--- config.mk ---
export PLATFORM = sky130hd
export DESIGN_NAME = dcache_ctrl
export DESIGN_NICKNAME = d
export VERILOG_FILES = /design/src/dcache_pkg.sv /design/src/mem_bus_pkg.sv /design/src/dcache_ctrl.sv
export VERILOG_INCLUDE_DIRS = /design/src
export SDC_FILE = /design/constraint.sdc
export NUM_CORES = 1
export LEC_CHECK = 0
export BUFFER_PORTS_ARGS = -buffer_cell sky130_fd_sc_hd__buf_2
export CAP_MARGIN = 20
export CORE_AREA = 2 2 309 311
export CTS_CLUSTER_SIZE = 20
export DETAILED_ROUTE_END_ITERATION = 8
export DIE_AREA = 0 0 311 313
export MAX_ROUTING_LAYER = met4
export PLACE_DENSITY = 0.4
export REMOVE_ABC_BUFFERS = 1
export SLEW_MARGIN = 0
export SYNTH_ARGS = -nofsm -noshare
export SYNTH_HDL_FRONTEND = slang
export SYNTH_SLANG_ARGS = --single-unit
--- constraint.sdc ---
create_clock -name clk -period 4.03 [get_ports clk]
set_input_delay 0.6045 -clock clk [delete_from_list [all_inputs] [get_ports clk]]
set_output_delay 0.6045 -clock clk [all_outputs]
set_load 0.01 [all_outputs]
--- src/dcache_config.svh ---
`ifndef DCACHE_CONFIG_SVH
`define DCACHE_CONFIG_SVH

// cache geometry

// number of ways per set
`define DCACHE_NWAY 2

// sets per way
`define DCACHE_NSET 256

// bytes per line to match one memory-bus beat
`define DCACHE_LINE_BYTES 16

// CPU and memory byte address
`define DCACHE_ADDR_WIDTH 32

// victim selector register width
`define DCACHE_LFSR_WIDTH 16

`endif

--- src/dcache_pkg.sv ---
`include "dcache_config.svh"

package dcache_pkg;

    // address is tag | index | offset
    localparam int OFFSET_W = $clog2(`DCACHE_LINE_BYTES);
    localparam int INDEX_W  = $clog2(`DCACHE_NSET);
    localparam int TAG_W    = `DCACHE_ADDR_WIDTH - INDEX_W - OFFSET_W;
    localparam int LINE_W   = `DCACHE_LINE_BYTES * 8;

    typedef enum logic [2:0] {
        IDLE,
        LOOKUP,  // arrays valid for buffered index
        MISS,    // read request on the bus
        REFILL,  // waiting for the return beat
        WRITE    // write-through on the bus
    } dcache_state_e;

    typedef logic [INDEX_W-1:0] index_t;
    typedef logic [TAG_W-1:0] tag_t;
    typedef logic [`DCACHE_NWAY-1:0] way_mask_t;
    typedef logic [LINE_W-1:0] line_t;
    typedef logic [31:0] word_t;

endpackage

--- src/mem_bus_pkg.sv ---
`include "dcache_config.svh"

package mem_bus_pkg;

    // transfer size on rd_type / wr_type
    typedef enum logic [2:0] {
        MEM_BYTE = 3'b000,
        MEM_HALF = 3'b001,
        MEM_WORD = 3'b010,
        MEM_LINE = 3'b100
    } mem_type_e;

    // one strobe bit per byte of a bus beat
    typedef logic [`DCACHE_LINE_BYTES-1:0] line_strb_t;

endpackage

--- src/dcache_ctrl.sv ---
`include "dcache_config.svh"
`timescale 1ns/10ps

module dcache_ctrl
    import dcache_pkg::*;
    import mem_bus_pkg::*;
(
    input  logic                          clk,
    input  logic                          rst,

    input  logic                          req_valid,
    input  logic                          req_write,
    input  logic                          req_uncached,
    input  logic [`DCACHE_ADDR_WIDTH-1:0] req_addr,
    input  logic [3:0]                    req_wstrb,
    input  word_t                         req_wdata,
    output logic                          req_ready,
    output logic                          resp_valid,
    output word_t                         resp_rdata,

    output logic                          rd_req,
    output mem_type_e                     rd_type,
    output logic [`DCACHE_ADDR_WIDTH-1:0] rd_addr,
    input  logic                          rd_rdy,
    input  logic                          ret_valid,
    input  logic                          ret_last,
    input  line_t                         ret_data,

    output logic                          wr_req,
    output mem_type_e                     wr_type,
    output logic [`DCACHE_ADDR_WIDTH-1:0] wr_addr,
    output line_strb_t                    wr_wstrb,
    output line_t                         wr_data,
    input  logic                          wr_rdy,

    input  way_mask_t                     way_hit,
    input  line_t                         hit_line,
    input  way_mask_t                     victim,
    output index_t                        rd_index,
    output index_t                        wr_index,
    output tag_t                          cmp_tag,
    output tag_t                          wr_tag,
    output way_mask_t                     wr_way,
    output line_strb_t                    wr_strb,
    output line_t                         wr_line
);

    localparam int AW = `DCACHE_ADDR_WIDTH;

    dcache_state_e state, next_state;

    // accepted request
    logic          buf_write;
    logic          buf_uncached;
    logic [AW-1:0] buf_addr;
    logic [3:0]    buf_wstrb;
    word_t         buf_wdata;

    logic [1:0]    word_sel;
    logic          hit;
    logic          ret_done;
    logic          cached_read_hit;
    line_t         lane_data;
    line_strb_t    lane_strb;

    assign req_ready = (state == IDLE);  // one request in flight

    always_ff @(posedge clk) begin
        if (req_valid && req_ready) begin
            buf_write    <= req_write;
            buf_uncached <= req_uncached;
            buf_addr     <= req_addr;
            buf_wstrb    <= req_wstrb;
            buf_wdata    <= req_wdata;
        end
    end

    always_ff @(posedge clk) begin
        if (rst) begin
            state <= IDLE;
        end else begin
            state <= next_state;
        end
    end

    assign word_sel        = buf_addr[OFFSET_W-1:2];
    assign hit             = |way_hit;
    assign ret_done        = ret_valid && ret_last;
    assign cached_read_hit = !buf_write && !buf_uncached && hit;

    always_comb begin
        next_state = state;
        case (state)
            IDLE: begin
                if (req_valid) next_state = LOOKUP;
            end
            LOOKUP: begin
                if (buf_write) begin
                    next_state = WRITE;  // hit merge happens here, bus write next
                end else if (cached_read_hit) begin
                    next_state = IDLE;
                end else begin
                    next_state = MISS;   // cached miss or uncached read
                end
            end
            MISS: begin
                if (rd_rdy) next_state = REFILL;
            end
            REFILL: begin
                if (ret_done) next_state = IDLE;
            end
            WRITE: begin
                if (wr_rdy) next_state = IDLE;
            end
            default: begin
                next_state = IDLE;
            end
        endcase
    end

    // arrays see the incoming index in IDLE so LOOKUP has data
    assign rd_index = (state == IDLE) ? req_addr[OFFSET_W +: INDEX_W]
                                      : buf_addr[OFFSET_W +: INDEX_W];
    assign wr_index = buf_addr[OFFSET_W +: INDEX_W];
    assign cmp_tag  = buf_addr[AW-1 -: TAG_W];
    assign wr_tag   = buf_addr[AW-1 -: TAG_W];

    // word and strobe moved into lane addr[3:2]
    assign lane_data = line_t'(buf_wdata) << {word_sel, 5'd0};
    assign lane_strb = line_strb_t'(buf_wstrb) << {word_sel, 2'd0};

    always_comb begin
        wr_way  = '0;
        wr_strb = lane_strb;
        wr_line = lane_data;
        if (state == LOOKUP && buf_write && !buf_uncached) begin
            wr_way = way_hit;  // zero on miss so no allocate
        end else if (state == REFILL && ret_done && !buf_uncached) begin
            wr_way  = victim;
            wr_strb = '1;
            wr_line = ret_data;
        end
    end

    // read channel
    assign rd_req = (state == MISS);

    always_comb begin
        if (buf_uncached) begin
            rd_type = MEM_WORD;
            rd_addr = buf_addr;
        end else begin
            rd_type = MEM_LINE;
            rd_addr = {buf_addr[AW-1:OFFSET_W], {OFFSET_W{1'b0}}};  // line aligned
        end
    end

    // write channel carries one word
    assign wr_req   = (state == WRITE);
    assign wr_type  = MEM_WORD;
    assign wr_addr  = buf_addr;
    assign wr_wstrb = lane_strb;
    assign wr_data  = lane_data;

    assign resp_valid = (state == LOOKUP && cached_read_hit)
                     || (state == REFILL && ret_done)
                     || (state == WRITE && wr_rdy);

    assign resp_rdata = (state == REFILL) ? ret_data[{word_sel, 5'd0} +: 32]
                                          : hit_line[{word_sel, 5'd0} +: 32];

    a_one_channel: assert property (@(posedge clk) disable iff (rst) !(rd_req && wr_req));

    a_rd_addr_hold: assert property (@(posedge clk) disable iff (rst)
        rd_req && !rd_rdy |=> rd_req && $stable(rd_addr) && $stable(rd_type));

    // a response ends the request and frees the cache
    a_resp_idle: assert property (@(posedge clk) disable iff (rst)
        resp_valid |-> state != IDLE ##1 state == IDLE);

endmodule

==> results by group <==
Status
  – Status: complete, no violations

Floorplanning
  – Initial Util: 0.0835
  – Die width: 311 µm
  – Top Ports: 789
  – Core Box Area: 94200 µm²
  – Row cnt: 113
  – Die area: 97300 µm²
  – Die height: 313 µm

Clock network
  – Worst skew pair latency: 0.42 ns
  – TritonCTS Buffers: 9
  – CTS tree: built
  – Post-CTS Setup Bufs: 0
  – Worst-path clk slew: 0.11 ns
  – # resized after CTS: 0
  – CTS root buffer: clkbuf_16
  – CTS Buffer Depth: 2
  – Cts hold-fix bufs: 0
  – H-Tree Level Count: 3
  – CTS sink cnt: 73

Global route
  – GRT Residual Overflow: 0
  – Initial antenna violation count: 19
  – Vias in the first global route: 8531
  – First-pass GRT wire length: 73200 µm
  – Largest net degree at the start of global routing: 89
  – Total GRT Usage: 0.113

Logic synthesis
  – Mapped Avg Cell Area: 12.2 µm²
  – Sequential area share after synthesis: 0.275
  – Number of synthesized register bits: 73
  – Synth Warn #: 0
  – Mapped cell area: 7860 µm²
  – Library cells used by synthesis: 34
  – Synth Instances: 645

Placement
  – DP Cell Count: 2574
  – Placement Setup Slack: 1.10 ns
  – GP Congestion: 0.910
  – DPL Wire Length: 46900 µm
  – I/O Buffers: 784
  – Placed instance area: 12700 µm²

Final layout
  – Most common cell after layout, fill and taps aside: buf_2
  – Final core utilization: 0.138
  – Layout cells sized above 1: 0.808
  – Non-Filler Instances: 2605
  – Area grow syn2layout: 65.4%
  – Nets: 1657
  – Finished Cell Area: 13000 µm²
  – Most frequent cells in the layout: buf_2, mux2_2, and2_1

Detailed routing
  – DR vias/cell: 3.27
  – Vias: 8523
  – Antenna viol nets, final: 0
  – DRC: 0
  – First drt pass iteration count: 4
  – 1st-iter DRT viols: 467
  – WL final: 55700 µm
  – Wire length per cell: 21.4 µm

Hold path
  – Worst hold start: req_addr[31]
  – Min-delay worst type: input pin to flop
  – Hold path depth: 1
  – Hold EP: wr_addr[31]

Timing
  – Fmax: 297 MHz
  – Final setup viols: 0
  – Final Cycle Share: 0.835
  – Least-Margin Pin Slew: 0.665 ns
  – Min cycle time layout: 3.37 ns
  – Slew Limit Fails: 0
  – Rel. slew slack: 0.556
  – Setup WS post-layout: 0.665 ns
  – Fin. Hold Viols: 0
  – Clk_skew: 0.0369 ns
  – RSZ-0062 raised after global routing: false

Worst setup path
  – Crit Reg-Reg Endpoint: buf_wdata[10]
  – CP max-delay cell: dfxtp_1
  – Reg2Reg Launch Point: state[2]
  – Setup CP Type: flop to primary output
  – Setup crit start kind: flop
  – Critical Path AT: 2.76 ns
  – Critical Path Max Stage Delay: 0.57 ns
  – Setup crit end kind: primary output
  – Reg-to-reg slack, setup: 1.82 ns
  – Crit path depth: 6
  – Crit-path max FO: 20
  – Crit path buf inv count: 2
  – Worst Reg2Reg Path Length in Cells: 4
  – Critical path's top delay family: multiplexers
  – CP Cell Sequence: nor2b_4 -> nand2_4 -> buf_4 -> mux4_2 -> mux2_4 -> buf_2
  – Req. time, crit path: 3.43 ns

Flow run
  – Max_cap viols: 0

Power and ir drop
  – Pwr dens: 296 nW/µm²
  – Leakage: 6.50 nW
  – Total power: 3.84 mW
  – Max VDD drop: 0.218 mV
==> logic make-up (layout without fill, tap and decap cells) <==
family          count (synthesis)  count (layout)  synth area share
mux                           233             233             0.440
compound gates                 12              12            0.0115
flops                          73              73             0.275
other cells                     2              19          0.000955
buf+inv                       137             815             0.122
simple gates                  188             188             0.151
==> state kept, by name, indices dropped and copies added, names as in the netlist <==
| name | cells |
|---|---|
| buf_write | 1 |
| buf_wstrb | 4 |
| buf_uncached | 1 |
| wr_addr | 32 |
| buf_wdata | 32 |
| state | 3 |
==> synthesized netlist by cell type (all sizes together) <==
library cell,count,share of area
o21bai,1,0.00096
inv,1,0.00048
a31oi,2,0.0016
nor2b,5,0.0049
nand2,2,0.0019
a22oi,1,0.00096
and3,36,0.029
edfxtp,70,0.27
and2,113,0.090
a21oi,2,0.0013
conb,2,0.00096
o31ai,1,0.00096
buf,115,0.11
dfxtp,3,0.0076
nor3b,3,0.0029
clkbuf,21,0.010
o22a,1,0.0011
a32o,1,0.0013
nand3,1,0.00064
mux4,64,0.18
nor3,6,0.0051
nor2,4,0.0019
mux2,169,0.26
or2,16,0.013
nor4b,1,0.0011
nand2b,1,0.00080
a22o,3,0.0033
==> worst reg2reg max path: stages, from the launching register on <==
cell and delay, ns:
dfxtp_1 0.44, nor3_2 0.23, buf_4 0.23, and2_4 0.54, buf_12 0.32
==> area by class of cell <==
type	instances	area [µm²]
Clock buffer	9	225
Clock inverter	7	82.6
Inverter	1	3.75
Tap cell	1265	1580
Timing Repair Buffer	798	4130
Fill cell	10800	81200
Sequential cell	73	2160
Antenna cell	15	37.5
Multi-Input combinational cell	437	4780
==> per-layer routing <==
layer  vias up  share of wire  GRT usage  wire length, µm
li1       3707              -          -                -
met1      4194           0.40      0.131            22400
met2       565           0.48      0.182            26900
met3        57          0.081     0.0337             4510
met4         0          0.033     0.0441             1860
met5         -              0          -                0
==> per-stage QoR <==
step | setup TNS, ns | hold WS, ns
global placement | 0 | 0.678
detailed placement | 0 | 0.677
finish | 0 | 0.353
CTS | 0 | 0.266
floorplan | -622.26 | 0.590
global route | 0 | 0.291
==> worst max path at each step <==
stage,start,to,slack [ns]
final,state[0],resp_rdata[8],0.66
after global routing,state[0],resp_rdata[8],0.48
after floorplan,state[1],wr_line[0],-3.38
after detailed placement,state[0],resp_rdata[8],1.10
after CTS,state[0],resp_rdata[8],0.54
after global placement,wr_addr[3],wr_line[94],0.88
==> where the power goes <==
| group | total, mW | leakage (nW) | internal [mW] | switching [mW] |
|---|---|---|---|---|
| Clock | 0.989 | 0.145 | 0.493 | 0.496 |
| Combinational | 1.79 | 5.66 | 0.814 | 0.972 |
| Sequential | 1.07 | 0.693 | 0.948 | 0.121 |
Power figures use the tool's default switching activity.
