--- config.mk ---
export PLATFORM = sky130hd
export DESIGN_NAME = dcache_victim_lfsr
export DESIGN_NICKNAME = d
export VERILOG_FILES = /design/src/dcache_pkg.sv /design/src/dcache_victim_lfsr.sv
export VERILOG_INCLUDE_DIRS = /design/src
export SDC_FILE = /design/constraint.sdc
export NUM_CORES = 1
export LEC_CHECK = 0
export BUFFER_PORTS_ARGS = -buffer_cell sky130_fd_sc_hd__buf_4
export CORE_AREA = 4 4 41 43
export CTS_CLUSTER_DIAMETER = 60
export DETAILED_ROUTE_END_ITERATION = 8
export DIE_AREA = 0 0 45 47
export HOLD_SLACK_MARGIN = 0.08
export PLACE_DENSITY = 0.63
export SLEW_MARGIN = 5
export SYNTH_ARGS = -nofsm -noshare
export SYNTH_HDL_FRONTEND = slang
export SYNTH_SLANG_ARGS = --single-unit
--- constraint.sdc ---
create_clock -name clk -period 1 [get_ports clk]
set_input_delay 0.2 -clock clk [delete_from_list [all_inputs] [get_ports clk]]
set_output_delay 0.2 -clock clk [all_outputs]
set_load 0.05 [all_outputs]
--- src/dcache_config.svh ---
`ifndef DCACHE_CONFIG_SVH
`define DCACHE_CONFIG_SVH

// cache geometry

// number of ways per set
`define DCACHE_NWAY 2

// sets per way
`define DCACHE_NSET 256

// bytes per line to match one memory-bus beat
`define DCACHE_LINE_BYTES 16

// CPU and memory byte address
`define DCACHE_ADDR_WIDTH 32

// victim selector register width
`define DCACHE_LFSR_WIDTH 16

`endif

--- src/dcache_pkg.sv ---
`include "dcache_config.svh"

package dcache_pkg;

    // address is tag | index | offset
    localparam int OFFSET_W = $clog2(`DCACHE_LINE_BYTES);
    localparam int INDEX_W  = $clog2(`DCACHE_NSET);
    localparam int TAG_W    = `DCACHE_ADDR_WIDTH - INDEX_W - OFFSET_W;
    localparam int LINE_W   = `DCACHE_LINE_BYTES * 8;

    typedef enum logic [2:0] {
        IDLE,
        LOOKUP,  // arrays valid for buffered index
        MISS,    // read request on the bus
        REFILL,  // waiting for the return beat
        WRITE    // write-through on the bus
    } dcache_state_e;

    typedef logic [INDEX_W-1:0] index_t;
    typedef logic [TAG_W-1:0] tag_t;
    typedef logic [`DCACHE_NWAY-1:0] way_mask_t;
    typedef logic [LINE_W-1:0] line_t;
    typedef logic [31:0] word_t;

endpackage

--- src/dcache_victim_lfsr.sv ---
`include "dcache_config.svh"
`timescale 1ns/10ps

module dcache_victim_lfsr
    import dcache_pkg::*;
(
    input  logic      clk,
    input  logic      rst,
    output way_mask_t victim
);

    localparam int LW = `DCACHE_LFSR_WIDTH;
    localparam int SEL_W = $clog2(`DCACHE_NWAY);
    localparam logic [LW-1:0] TAPS = 16'hB400;  // x^16+x^14+x^13+x^11+1
    localparam logic [LW-1:0] SEED = 16'hACE1;

    logic [LW-1:0] lfsr_q;

    always_ff @(posedge clk) begin
        if (rst) begin
            lfsr_q <= SEED;
        end else begin
            lfsr_q <= (lfsr_q >> 1) ^ (lfsr_q[0] ? TAPS : '0);  // galois step
        end
    end

    assign victim = way_mask_t'(1) << lfsr_q[SEL_W-1:0];

endmodule

==> out/metrics.cfg, run 1 <==
[status]
outcome = complete, but fails checks
failed_checks = setup timing

[global_route]
grtUsageTotal = 0.0774
grt_pass1_wl_um = 1060
grt_max_degree = 17
grt_pass1_vias = 242
grt-ovfl-total = 0
antenna_found_initial = 0

[logic_synthesis]
synthXorXnorAreaFrac = 0.0554
ys.flop_type = dfxtp_1
synthDistinctLibCells = 10
synth_top_family_by_area = simple AND/OR/NAND/NOR gates
synth-simple-area-share = 0.222
async_flop_share = 0
yosysWarnings = 0
muxShareOfSynthArea = 0
ys_seq_elements = 16
yosysTopAreaCell = dfxtp_1
yosysMostFrequentCell = dfxtp_1
synth_edf_count = 0
synth_nets = 40
synth_compound_area_frac = 0
postSynthAreaPerCell_um2 = 12.5
synth_commonest_cells = dfxtp_1 (16), or2_1 (6), and2b_1 (4), nor2b_1 (3), xnor2_1 (3)
yosys.area.top_type_share = 0.675
synth_area_um2 = 474
synth-seq-area-share = 0.675
synth_fa_ha_area_frac = 0
synth_area_leaders = dfxtp_1 (68%), or2_1 (7.9%), and2b_1 (6.3%), xnor2_1 (5.5%), nor2b_1 (4.0%)
synthCells = 38

[clock_tree]
cts_tree = yes
clock_latency_ps = 270
htreeDepth = 1
cts_hold_buf = 0
clockRootBuffer = clkbuf_4
clkTransAtPathRegs_ps = 90
cts_buffer_depth = 2
cts_sinks = 16
numCtsBuffers = 3

[finish]
final_layout_size_suffix_gt1_frac = 0.250
n_fill_cell = 137
stdcell_area_um2 = 556
area_delta_synth_final_pct = 17.2
reg_top3 = lfsr_q: 16 flops
finalNetCount = 47
largest-register = lfsr_q
diodes = 0
largest_reg_flops = 16

[power_and_ir_drop]
cellInternalPower_uw = 950
powerDensity_mw_per_mm2 = 2150
p_total_uw = 1190
p_leak_uw = 0.000236
clkPwrFrac = 0.338
ir_worst_vdd_mv = 1.25
p_sw_uw = 244
p_comb_frac = 0.080
seqPwrFrac = 0.581
swShare = 0.204

[critical_path]
cp_max_fo = 3
cp-end-kind = output pin
reg2reg_from = lfsr_q[0]
crit_type = reg2out
startpoint_type = flip-flop
path_cells = inv_2 > buf_8
critical_path_required_ps = 800
reg2regPathDepth = 3
crit_path_top_delay_cell = dfxtp_4
cp_top_family = flip-flops
arrival_ps = 830
crit_path_max_incr_delay_ps = 360
reg2reg_to = lfsr_q[10]
r2r_setup_slack_ps = 120
cp.buffers_inverters = 2

[die]
die_area_mm2 = 0.00212
dieHeight_um = 47
die_x_um = 45
num_rows = 13
initial_core_util = 0.364
core_mm2 = 0.00130
ioPinCount = 4

[sta]
hold_violations = 0
drv_slew = 0
timing.fmax_mhz = 972
setup_viol = 1
min_period_ps = 1030
fin_skew_ps = 3.21
rsz0062_at_grt = yes
max-slew-margin-rel = 0.891
fin_crit_sh = 1.03
worst_slack_ps = -28.4
worstMarginPinSlew_ps = 163

[detailed_routing]
ant_nets = 0
avgViaCountPerCell = 4.05
drtPass1Iterations = 2
wl_um = 587
drc = 0
dr.first_iter.drc_count = 1
wire_per_inst_um = 9.95
vias = 239

[worst_hold_path]
min_path_cells = 2
hold_start = rst
hold_end = lfsr_q[12]
hold_class = in2reg

[placed_design]
dpl.hpwl_um = 389
placed_cell_area_um2 = 497
port_buffers = 3
place.gp.congestion = 0.656

[run]
maxCapViolCount = 0

kinds of logic after synthesis:
family,after synthesis
DFF,16
and+or+nand+nor,16
xor gates and xnor gates,3
buffers and inverters,3
repair_timing:
| action | in CTS | in global routing |
|---|---|---|
| setup buffers | 1 | 0 |
| setup endpoints to repair | 2 | 2 |
| gates resized for setup | 6 | 0 |
layout make-up:
| cell class | instances | area (um2) | area share |
|---|---|---|---|
| sequential | 16 | 324 | 0.583 |
| inverter | 1 | 3.75 | 0.00676 |
| tap | 15 | 18.8 | 0.0338 |
| clock buffer | 4 | 36.3 | 0.0653 |
| timing repair buffer | 4 | 41.3 | 0.0743 |
| multi-input combinational | 19 | 131 | 0.236 |
power groups by stage:
stage	logic (uW)	clock network (uW)	registers [uW]
after detailed placement	83.7	0	712
after floorplan	70.8	0	707
after CTS	98.0	420	695
final	96.0	404	694
after global placement	81.3	0	710
after global routing	106	449	699
worst max-delay path by stage:
stage / from / end / cells after the start
after floorplan: lfsr_q[0] / victim[0] / 1
final: lfsr_q[0] / victim[0] / 2
after global placement: lfsr_q[0] / victim[0] / 2
after detailed placement: lfsr_q[0] / victim[0] / 2
after CTS: lfsr_q[0] / victim[0] / 2
after global routing: lfsr_q[0] / victim[0] / 2
per-layer routing:
layer | global-route usage | routed length [um] | part of all wire | vias to the layer above
met2 | 0.116 | 267 | 0.45 | 4
met4 | 0.0175 | 0 | 0 | 0
met3 | 0.0690 | 34 | 0.058 | 0
met1 | 0.0820 | 286 | 0.49 | 112
met5 | 0 | 0 | 0 | -
li1 | - | - | - | 123
metrics by stage:
step / cells / hold slack [ps] / setup slack (ps) / utilization / setup TNS, ps
3_3_place_gp: 54 / 389 / 144 / 0.382 / 0
2_1_floorplan: 38 / 272 / 128 / - / 0
4_1_cts: 59 / 169 / -39.4 / 0.427 / -48.5
3_5_place_dp: 54 / 395 / 93.0 / 0.382 / 0
6_report: 59 / 170 / -28.4 / 0.427 / -28.4
5_1_grt: 59 / 170 / -77.5 / 0.427 / -123
cells in the final DEF, fill, tap and decap left out:
cell type | synthesis | routed
inv_2 | 0 | 1
buf_4 | 1 | 2
clkbuf_4 | 0 | 3
nor2b_1 | 3 | 3
xnor2_1 | 3 | 3
buf_6 | 1 | 1
nor2_2 | 1 | 1
buf_8 | 0 | 1
and2b_1 | 4 | 4
dfxtp_4 | 0 | 1
dfxtp_1 | 16 | 15
or2_1 | 6 | 6
nand2b_1 | 2 | 2
clkbuf_8 | 0 | 1
No activity file was read; power rests on OpenSTA's default activity.
==> inputs of run 2 (changes only) <==
REMOVE_ABC_BUFFERS = 1   (was default)
==> run 2 against run 1 <==
The flow still finishes with violations (setup timing). Cell count rose by 1.7%. Combinational power rose by 2.6%. Flip-flop and latch count did not move. Critical path depth did not move. Final area rose by 1.4%. Setup slack got worse by 18 ps.
==> out/metrics.cfg, run 2 (same netlist as run 1, synthesis figures left out) <==
[status]
outcome = complete, but fails checks  ; unchanged
failed_checks = setup timing  ; unchanged

[sta]
max-slew-margin-rel = 0.870  ; was 0.891
timing.fmax_mhz = 956  ; was 972 MHz
fin_crit_sh = 1.05  ; was 1.03
min_period_ps = 1050  ; was 1030 ps
worstMarginPinSlew_ps = 194  ; was 163 ps
rsz0062_at_grt = yes  ; unchanged
worst_slack_ps = -46.4  ; was -28.4 ps
hold_violations = 0  ; unchanged
fin_skew_ps = 7.41  ; was 3.21 ps
setup_viol = 2  ; was 1
setup_tns_ps = -67.5  ; was -28.4 ps
drv_slew = 0  ; unchanged

[placed_design]
dpl.hpwl_um = 383  ; was 389 um
port_buffers = 3  ; unchanged
place.gp.congestion = 0.648  ; was 0.656

[global_route]
antenna_found_initial = 0  ; unchanged
met3_usage = 0.0345  ; was 0.0690
grt-ovfl-total = 0  ; unchanged
grt_util_met1 = 0.0864  ; was 0.0820
grt_pass1_vias = 246  ; was 242
top_usage_layer = met2  ; unchanged
grt_pass1_wl_um = 1060  ; unchanged
grtUsageTotal = 0.0742  ; was 0.0774
grt_max_degree = 17  ; unchanged
grt_use_met2 = 0.107  ; was 0.116

[detailed_routing]
wl_um = 617  ; was 587 um
drc = 0  ; unchanged
vias = 240  ; was 239
dr.first_iter.drc_count = 0  ; was 1
ant_nets = 0  ; unchanged
drtPass1Iterations = 1  ; was 2
wire_per_inst_um = 10.3  ; was 9.95 um
avgViaCountPerCell = 4.00  ; was 4.05

[finish]
layout_commonest_cell = dfxtp_1  ; unchanged
largest_reg_flops = 16  ; unchanged
final_layout_size_suffix_gt1_frac = 0.267  ; was 0.250
largest-register = lfsr_q  ; unchanged
area_delta_synth_final_pct = 18.7  ; was 17.2%
layout_common_cells = dfxtp_1 (15), or2_1 (6), and2b_1 (4)  ; unchanged
n_fill_cell = 136  ; was 137
reg_top3 = lfsr_q: 16 flops  ; unchanged
finalNetCount = 48  ; was 47
diodes = 0  ; unchanged

[run]
maxCapViolCount = 0  ; unchanged

[power_and_ir_drop]
seqPwrFrac = 0.574  ; was 0.581
clkPwrFrac = 0.345  ; was 0.338
p_sw_uw = 259  ; was 244 uW
p_leak_uw = 0.000241  ; was 0.000236 uW
p_comb_frac = 0.081  ; was 0.080
powerDensity_mw_per_mm2 = 2150  ; about the same
cellInternalPower_uw = 953  ; was 950 uW
ir_worst_vdd_mv = 0.966  ; was 1.25 mV
swShare = 0.214  ; was 0.204
p_total_uw = 1210  ; was 1190 uW

[critical_path]
crit_type = reg2out  ; unchanged
reg2reg_from = lfsr_q[0]  ; unchanged
cp_max_fo = 4  ; was 3
r2r_setup_slack_ps = 140  ; was 120 ps
startpoint_type = flip-flop  ; unchanged
reg2regPathDepth = 3  ; unchanged
critical_path_required_ps = 800  ; about the same
cp-end-kind = output pin  ; unchanged
arrival_ps = 850  ; was 830 ps
reg2reg_to = lfsr_q[12]  ; was lfsr_q[10]

[die]
ioPinCount = 4  ; unchanged
die_x_um = 45  ; unchanged
initial_core_util = 0.364  ; unchanged
core_mm2 = 0.00130  ; unchanged
dieHeight_um = 47  ; unchanged
num_rows = 13  ; unchanged
die_area_mm2 = 0.00212  ; unchanged

[clock_tree]
clock_latency_ps = 280  ; was 270 ps
htreeDepth = 1  ; unchanged
cts_sinks = 16  ; unchanged
cts_tree = yes  ; unchanged
cts_hold_buf = 0  ; unchanged
cts_buffer_depth = 2  ; unchanged
numCtsBuffers = 3  ; unchanged
clkTransAtPathRegs_ps = 90  ; about the same
clockRootBuffer = clkbuf_4  ; unchanged

[worst_hold_path]
min_path_cells = 2  ; unchanged
hold_class = in2reg  ; unchanged
hold_start = rst  ; unchanged
hold_end = lfsr_q[12]  ; unchanged

run 2: timing repair:
item | 4_1_cts | 5_1_grt
pin swaps | 0 | 0
setup endpoints to repair | 2 | 2
gates resized for setup | 6 | 0
setup buffers | 2 | 0
endpoints found under the hold margin | 0 | 0
run 2: final cells by class:
type                            count  area, um2  share of cell area
Sequential cell                    16        324               0.576
Multi-Input combinational cell     19        131               0.233
Timing Repair Buffer                5       48.8              0.0867
Clock buffer                        4       36.3              0.0644
Tap cell                           15       18.8              0.0333
Inverter                            1       3.75             0.00667
run 2: metal layers:
layer	vias up	share of wire	wire length, um
met4	0	0	0
met3	0	0.034	21
li1	124	-	-
met5	-	0	0
met1	112	0.52	322
met2	4	0.44	273
run 2: power groups by stage:
stage / Sequential, uW / Combinational (uW) / Clock, uW
after floorplan: 716 / 51.2 / 0
after CTS: 696 / 100 / 424
final: 695 / 98.5 / 418
after global routing: 700 / 108 / 455
after global placement: 710 / 81.2 / 0
after detailed placement: 712 / 82.7 / 0
run 2: critical path: stages, from the launching register on:
cell     delay [ps]
dfxtp_4         370
inv_2            60
buf_8           130
run 2: worst max-delay path by stage:
| stage | start | to | slack [ps] | depth (start not counted) |
|---|---|---|---|---|
| floorplan | lfsr_q[0] | victim[0] | -300 | 1 |
| global placement | lfsr_q[0] | victim[0] | 140 | 2 |
| detailed placement | lfsr_q[0] | victim[0] | 100 | 2 |
| CTS | lfsr_q[0] | victim[0] | -50 | 2 |
| global route | lfsr_q[0] | victim[0] | -70 | 2 |
| finish | lfsr_q[0] | victim[0] | -50 | 2 |
run 2: through the flow:
stage / setup slack [ps] / instance area (um2) / utilization / hold slack (ps) / std cells
final: -46.4 / 563 / 0.433 / 168 / 60
after global routing: -74.2 / 563 / 0.433 / 165 / 60
after CTS: -49.0 / 563 / 0.433 / 164 / 60
after detailed placement: 103 / 497 / 0.382 / 393 / 54
after global placement: 144 / 497 / 0.382 / 390 / 54
after floorplan: -303 / 455 / - / 267 / 36
